--- config.mk ---
export PLATFORM = sky130hd
export DESIGN_NAME = bitcnt_unit
export DESIGN_NICKNAME = d
export VERILOG_FILES = /design/src/source/bitcnt_pkg.sv /design/src/source/rte64_gs.sv /design/src/source/bitcnt_operand_prep.sv /design/src/source/popcount64.sv /design/src/source/bitcnt_result_stage.sv /design/src/source/bitcnt_unit.sv
export SDC_FILE = /design/constraint.sdc
export NUM_CORES = 1
export LEC_CHECK = 0
export ABC_CLOCK_PERIOD_IN_PS = 5600
export BUFFER_PORTS_ARGS = -buffer_cell sky130_fd_sc_hd__buf_2
export CORE_UTILIZATION = 52
export DETAILED_ROUTE_END_ITERATION = 8
export GPL_ROUTABILITY_DRIVEN = 0
export GPL_TIMING_DRIVEN = 0
export MAX_ROUTING_LAYER = met4
export PLACE_DENSITY_LB_ADDON = 0.05
export RECOVER_POWER = 25
export REMOVE_ABC_BUFFERS = 1
export SLEW_MARGIN = 0
export SYNTH_ARGS = -nofsm -noshare
export SYNTH_HDL_FRONTEND = slang
export SYNTH_SLANG_ARGS = --single-unit
--- constraint.sdc ---
create_clock -name clk -period 5.6 [get_ports clk]
set_input_delay 0.56 -clock clk [delete_from_list [all_inputs] [get_ports clk]]
set_output_delay 0.56 -clock clk [all_outputs]
set_load 0.01 [all_outputs]
--- src/source/bitcnt_pkg.sv ---
// ======================================================================
// Shared widths, vector types and opcodes of the bit-count unit
// Widths are fixed for RV64; word forms act on the low 32 bits only
// ======================================================================

package bitcnt_pkg;

   // Operand width and word-form width
   localparam int XLEN  = 64;
   localparam int WLEN  = 32;

   // Index of a bit within a dword
   localparam int IDX_W = $clog2(XLEN);
   // One extra bit so a count can reach XLEN itself
   localparam int CNT_W = IDX_W + 1;

   // Operands, shaped vectors and results
   typedef logic [XLEN-1:0]  dword_t;

   // Lowest-set-bit position, 0 to 63
   typedef logic [IDX_W-1:0] bit_idx_t;

   // Count from 0 to 64
   typedef logic [CNT_W-1:0] count_t;

   // Zbb bit-count opcodes
   typedef enum logic [2:0]
   {
      OP_CLZ   = 3'd0,
      OP_CTZ   = 3'd1,
      OP_CPOP  = 3'd2,
      OP_CLZW  = 3'd3,
      OP_CTZW  = 3'd4,
      OP_CPOPW = 3'd5
   } bitcnt_op_t;

endpackage

--- src/source/rte64_gs.sv ---
// ======================================================================
// Lowest-set-bit encoder over 64 bits, purely combinational
// dout is only meaningful while gs is high
// ======================================================================

`timescale 1ns/100ps

module rte64_gs
   import bitcnt_pkg::*;
(
   input  dword_t   din,
   output bit_idx_t dout,
   output logic     gs
);

   // Leaves look at bit pairs
   logic       lf_idx [XLEN/2];
   logic       lf_any [XLEN/2];
   // Merge levels, index grows one bit per level
   logic [1:0] m1_idx [XLEN/4];
   logic       m1_any [XLEN/4];
   logic [2:0] m2_idx [XLEN/8];
   logic       m2_any [XLEN/8];
   logic [3:0] m3_idx [XLEN/16];
   logic       m3_any [XLEN/16];
   logic [4:0] m4_idx [XLEN/32];
   logic       m4_any [XLEN/32];

   genvar g;

   // Leaf picks the upper bit only when the lower one is clear
   for (g = 0; g < XLEN/2; g++)
   begin : g_leaf
      assign lf_idx[g] = ~din[2*g] & din[2*g+1];
      assign lf_any[g] = din[2*g] | din[2*g+1];
   end

   // Lower half wins when it holds a set bit
   for (g = 0; g < XLEN/4; g++)
   begin : g_m1
      assign m1_idx[g] = lf_any[2*g] ? {1'b0, lf_idx[2*g]} : {1'b1, lf_idx[2*g+1]};
      assign m1_any[g] = lf_any[2*g] | lf_any[2*g+1];
   end

   for (g = 0; g < XLEN/8; g++)
   begin : g_m2
      assign m2_idx[g] = m1_any[2*g] ? {1'b0, m1_idx[2*g]} : {1'b1, m1_idx[2*g+1]};
      assign m2_any[g] = m1_any[2*g] | m1_any[2*g+1];
   end

   for (g = 0; g < XLEN/16; g++)
   begin : g_m3
      assign m3_idx[g] = m2_any[2*g] ? {1'b0, m2_idx[2*g]} : {1'b1, m2_idx[2*g+1]};
      assign m3_any[g] = m2_any[2*g] | m2_any[2*g+1];
   end

   for (g = 0; g < XLEN/32; g++)
   begin : g_m4
      assign m4_idx[g] = m3_any[2*g] ? {1'b0, m3_idx[2*g]} : {1'b1, m3_idx[2*g+1]};
      assign m4_any[g] = m3_any[2*g] | m3_any[2*g+1];
   end

   // Root node, upper half prefix is bit 5
   assign dout = m4_any[0] ? {1'b0, m4_idx[0]} : {1'b1, m4_idx[1]};
   assign gs   = m4_any[0] | m4_any[1];

endmodule

--- src/source/bitcnt_operand_prep.sv ---
// ======================================================================
// First stage of the bit-count unit
// Shapes the operand per opcode and registers it, one cycle latency
// Vectors and opcode load only on issue; stage_valid alone is reset
// ======================================================================

`timescale 1ns/100ps

module bitcnt_operand_prep
   import bitcnt_pkg::*;
(
   input  logic       clk,
   input  logic       arst_n,
   input  logic       issue,
   input  bitcnt_op_t op,
   input  dword_t     operand,
   output logic       stage_valid,
   output bitcnt_op_t stage_op,
   output dword_t     enc_vec,
   output dword_t     pop_vec
);

   // Full and word bit reversals
   dword_t            rev_d;
   logic [WLEN-1:0]   rev_w;
   // Shaped vectors ahead of the registers
   dword_t            enc_next;
   dword_t            pop_next;

   // Leading counts become trailing counts after reversal
   always_comb
   begin
      for (int i = 0; i < XLEN; i++)
      begin
         rev_d[i] = operand[XLEN-1-i];
      end
      for (int i = 0; i < WLEN; i++)
      begin
         rev_w[i] = operand[WLEN-1-i];
      end
   end

   always_comb
   begin
      // Trailing count and full popcount take the operand as is
      enc_next = operand;
      pop_next = operand;
      case (op)
         OP_CLZ:
         begin
            enc_next = rev_d;
         end
         OP_CLZW:
         begin
            // Guard at bit 32 caps a zero word at 32
            enc_next = {{(XLEN-WLEN-1){1'b0}}, 1'b1, rev_w};
         end
         OP_CTZW:
         begin
            enc_next = {{(XLEN-WLEN-1){1'b0}}, 1'b1, operand[WLEN-1:0]};
         end
         OP_CPOPW:
         begin
            // Upper half must not count
            pop_next = {{(XLEN-WLEN){1'b0}}, operand[WLEN-1:0]};
         end
         default:
         begin
         end
      endcase
   end

   // Valid strobe, delayed one cycle
   always_ff @(posedge clk or negedge arst_n)
   begin
      if (!arst_n)
      begin
         stage_valid <= 1'b0;
      end
      else
      begin
         stage_valid <= issue;
      end
   end

   // Payload registers
   always_ff @(posedge clk)
   begin
      if (issue)
      begin
         stage_op <= op;
         enc_vec  <= enc_next;
         pop_vec  <= pop_next;
      end
   end

endmodule

--- src/source/popcount64.sv ---
// ======================================================================
// Population count over 64 bits, purely combinational
// Adder tree of six levels; output range is 0 to 64
// ======================================================================

`timescale 1ns/100ps

module popcount64
   import bitcnt_pkg::*;
(
   input  dword_t din,
   output count_t cnt
);

   // Partial sums, each level one bit wider
   logic [1:0] s2 [XLEN/2];
   logic [2:0] s3 [XLEN/4];
   logic [3:0] s4 [XLEN/8];
   logic [4:0] s5 [XLEN/16];
   logic [5:0] s6 [XLEN/32];

   genvar g;

   // Bit pairs, 0 to 2
   for (g = 0; g < XLEN/2; g++)
   begin : g_s2
      assign s2[g] = {1'b0, din[2*g]} + {1'b0, din[2*g+1]};
   end

   // Nibbles, 0 to 4
   for (g = 0; g < XLEN/4; g++)
   begin : g_s3
      assign s3[g] = {1'b0, s2[2*g]} + {1'b0, s2[2*g+1]};
   end

   // Bytes, 0 to 8
   for (g = 0; g < XLEN/8; g++)
   begin : g_s4
      assign s4[g] = {1'b0, s3[2*g]} + {1'b0, s3[2*g+1]};
   end

   // Halfwords, 0 to 16
   for (g = 0; g < XLEN/16; g++)
   begin : g_s5
      assign s5[g] = {1'b0, s4[2*g]} + {1'b0, s4[2*g+1]};
   end

   // Words, 0 to 32
   for (g = 0; g < XLEN/32; g++)
   begin : g_s6
      assign s6[g] = {1'b0, s5[2*g]} + {1'b0, s5[2*g+1]};
   end

   // Final sum needs the seventh bit for 64
   assign cnt = {1'b0, s6[0]} + {1'b0, s6[1]};

endmodule

--- src/source/bitcnt_result_stage.sv ---
// ======================================================================
// Second stage of the bit-count unit
// Turns encoder or popcount output into a zero-extended result
// result loads only with stage_valid; done alone is reset
// ======================================================================

`timescale 1ns/100ps

module bitcnt_result_stage
   import bitcnt_pkg::*;
(
   input  logic       clk,
   input  logic       arst_n,
   input  logic       stage_valid,
   input  bitcnt_op_t stage_op,
   input  bit_idx_t   enc_idx,
   input  logic       enc_any,
   input  count_t     pop_cnt,
   output logic       done,
   output dword_t     result
);

   count_t enc_cnt;
   count_t sel_cnt;

   // No set bit found means a full-width count
   assign enc_cnt = enc_any ? {1'b0, enc_idx} : count_t'(XLEN);

   // Popcount class versus encoder class
   always_comb
   begin
      case (stage_op)
         OP_CPOP,
         OP_CPOPW: sel_cnt = pop_cnt;
         default:  sel_cnt = enc_cnt;
      endcase
   end

   always_ff @(posedge clk or negedge arst_n)
   begin
      if (!arst_n)
      begin
         done <= 1'b0;
      end
      else
      begin
         done <= stage_valid;
      end
   end

   // Zero-extend into the dword result
   always_ff @(posedge clk)
   begin
      if (stage_valid)
      begin
         result <= dword_t'(sel_cnt);
      end
   end

endmodule

--- src/source/bitcnt_unit.sv ---
// ======================================================================
// Zbb bit-count unit: clz, ctz, cpop and their word forms
// Fixed latency of two cycles, one issue per cycle, no back-pressure
// done is a single-cycle pulse and must be taken when it appears
// ======================================================================

`timescale 1ns/100ps

module bitcnt_unit
   import bitcnt_pkg::*;
(
   input  logic       clk,
   input  logic       arst_n,
   input  logic       issue,
   input  bitcnt_op_t op,
   input  dword_t     operand,
   output logic       done,
   output dword_t     result
);

   // Stage one outputs
   logic       stage_valid;
   bitcnt_op_t stage_op;
   dword_t     enc_vec;
   dword_t     pop_vec;

   // Combinational counters between the stages
   bit_idx_t   enc_idx;
   logic       enc_any;
   count_t     pop_cnt;

   // Operand shaping and first register
   bitcnt_operand_prep i_prep
   (
      .clk         (clk),
      .arst_n      (arst_n),
      .issue       (issue),
      .op          (op),
      .operand     (operand),
      .stage_valid (stage_valid),
      .stage_op    (stage_op),
      .enc_vec     (enc_vec),
      .pop_vec     (pop_vec)
   );

   // Lowest set bit of the shaped vector
   rte64_gs i_enc
   (
      .din  (enc_vec),
      .dout (enc_idx),
      .gs   (enc_any)
   );

   popcount64 i_pop
   (
      .din (pop_vec),
      .cnt (pop_cnt)
   );

   // Count select and output register
   bitcnt_result_stage i_result
   (
      .clk         (clk),
      .arst_n      (arst_n),
      .stage_valid (stage_valid),
      .stage_op    (stage_op),
      .enc_idx     (enc_idx),
      .enc_any     (enc_any),
      .pop_cnt     (pop_cnt),
      .done        (done),
      .result      (result)
   );

endmodule

==> metrics <==
FF-to-FF Start=i_prep.pop_vec[21]; post-DR wirelength/cell=20.3 um; EDFF count, synth=138; Boundary Pins=135; R2R setup slack=-0.61 ns; violated checks=capacitance limit, slew limit, setup timing; DIE AREA=~17000 sq um; r2r endpoint=i_result.result[6]; drt initial violations=510; hold path startpoint=operand[56]; CTS tree=done; Max Clk Rate=0.161 GHz; largest net degree at the start of global routing=103; slowest stage delay, CP=approximately 0.65 ns; dominant synthesized flop cell=edfxtp_1; hold crit path type=in -> reg; Max Slew Vio Count=31; Num CTS Buffers=17; worst-path cell chain=fa_1 > fa_2 > fa_1 > inv_1 > fa_2 > fa_2 > fa_1 > fa_2 > fa_1 > inv_1 > ha_2 > fa_2 > a21o_1 > a21oi_2 > nor2_1 > nor2_1 > nor2_1 > o31a_1; Area Overhead vs Synth=12.7%; Row Count=46; TritonRoute pass-1 iters=5; met3 Track Usage GR=0.0545; Initial Util=0.532; Ant. Diodes=0; PortBufs=77; fin crit period=slightly above 6 ns; Ys Warns=0; antenna viol nets, final=0; FFs w/ async S/R, synth=0.0143; Final HPWL DP=15.2 mm; FF+latch count, synth=140; worst hold endpoint=i_prep.pop_vec[56]; Final setup viols=6; vias in the first global route=5558; final worst path period share=1.11; commonest non-fill, non-tap cell in the layout=edfxtp_1; outcome=complete, but fails checks; share of the synthesized area in the top cell type=0.492; Syn Inst Count=about 720; worst-skew pair later-pin latency=between 0.4 and 0.5 ns; met1 usage=0.353; grt peak-use layer=met2; area leader, netlist=edfxtp_1; die height=129 um; placed cell count=between 900 and 1000; WS Path Type=reg -> reg; Final Non-Filler Cells=1018; endpoints failing hold=0; share of post-route cells with drive strength above 1=0.161; Overflow after GRT=0; Post-route DRC=0; met2 global-route usage=0.434; Setup crit start kind=flip-flop; Worst Reg2Reg Path Length in Cells=18; slowest stage cell, crit path=fa_1; H-tree Lvls=4; Rel. slew slack=-0.220; vias post-DR=5732; Mapped Area=roughly 8400 sq um; measured slew at the worst slew-check pin=about 1.8 ns; sequential area share after synthesis=0.498; Mapped Avg Cell Area=11.7 sq um; Setup WS post-layout=-0.607 ns; RSZ-0062 raised after global routing=true; crit path capture type=flip-flop; Post-Route Skew=0.00684 ns; max-cap viol count=1; critical path arrival=6.37 ns; Crit path top cell by count=fa_2; first-pass GRT wire length=about 31 mm; Netlist cell types=48; Area contributors post-synth=edfxtp_1 49%, fa_1 13%, buf_4 5.1%; commonest non-fill, non-tap cells in the layout=138 x edfxtp_1, 98 x inv_1, 64 x o22ai_1, 57 x conb_1, 53 x a21oi_1; Worst-path clk slew=0.06 ns; hold path depth=2; number of nets in the layout=929; clock tree buffer depth=2; critical path required time=5.76 ns; GRT Util Overall=0.273; sum of negative setup slack=-2.23 ns; Die Wd=129 um; largest fanout on the critical path=2; Via-to-Cell Ratio=about 5.6; Sink Count=140; Core ar.=15800 sq um; root buffer cell=clkbuf_16; initial antenna violation count=0; WL final=20.7 mm
==> layout make-up <==
class,count,area (sq um)
clock buffer,17,425
clock inverter,14,194
sequential,140,4190
timing repair buffer,84,424
tap,216,270
inverter,111,417
multi-input combinational,436,3560
fill,1351,6340
==> worst max-delay path: cells and delay by family (launching register included) <==
family	cells	cell delay [ns]
compound gates	3	0.56
fa+ha+maj	10	4.69
simple gates	3	0.20
flops	1	0.41
buf+inv	2	0.10
==> worst max-delay path by stage <==
stage	from	slack, ns	cells past startpoint	to
final	i_prep.pop_vec[21]	-0.61	18	i_result.result[6]
after global routing	i_prep.pop_vec[29]	-0.79	18	i_result.result[6]
after CTS	i_prep.pop_vec[39]	-0.63	20	i_result.result[6]
after detailed placement	i_prep.pop_vec[17]	-0.98	18	i_result.result[6]
after global placement	i_prep.pop_vec[35]	-0.97	20	i_result.result[6]
after floorplan	i_prep.pop_vec[47]	-0.59	20	i_result.result[6]
==> cells in the mapped netlist, drive strengths merged, types with 2 or more instances <==
cell       n
a22o      31
edfxtp   138
xor2       2
a2111oi    3
o211ai     3
nor3       5
a21o       3
o31ai      3
nor2b      8
dfrtp      2
fa        54
nand2      9
clkbuf    29
o22ai     64
nand4      3
a31oi      5
o21ai     15
nand2b     4
o21bai     3
inv      111
and2      33
ha        15
xnor2      2
nor4      14
or4        5
buf       57
o22a       2
a21oi     55
nor2      28
==> layer usage <==
metal | wire length (um) | vias up
met4 | 471 | 0
met2 | 9940 | 273
li1 | - | 2591
met3 | 1570 | 32
met5 | 0 | -
met1 | 8730 | 2836
==> cells by family (layout without fill, tap and decap cells) <==
group	Yosys count	in the layout	share of synthesized area
flops	140	140	0.498
xor+xnor	4	4	0.00416
compound gates	193	193	0.147
fa+ha+maj	69	69	0.151
buf+inv	197	226	0.113
other cells	1	57	0.000446
simple gates	113	113	0.0858
==> flip-flops by register name, indices dropped and copies added (netlist names) <==
signal	flops
i_prep.stage_valid	1
i_prep.pop_vec	64
i_prep.stage_op	3
i_prep.enc_vec	64
i_result.result	7
i_result.done	1
==> per-stage QoR <==
| step | worst slack [ns] | hold slack (ns) | utilization | cell area [sq um] |
|---|---|---|---|---|
| after global placement | -0.972 | 0.344 | 0.553 | 8750 |
| after global routing | -0.785 | 0.436 | 0.599 | 9480 |
| after floorplan | -0.589 | 0.264 | - | 8090 |
| after CTS | -0.626 | 0.360 | 0.600 | 9500 |
| after detailed placement | -0.983 | 0.347 | 0.557 | 8810 |
| final | -0.607 | 0.443 | 0.599 | 9480 |
==> repair_timing <==
item,CTS,global route
pin swaps,30,21
hold endpoints to repair,2,0
resized for setup,17,17
setup buffers,2,1
hold buffers,1,0
setup endpoints to repair,7,6
Power is not shown: default switching activity piles up to over one toggle a cycle in this logic, so the estimate is an artifact.
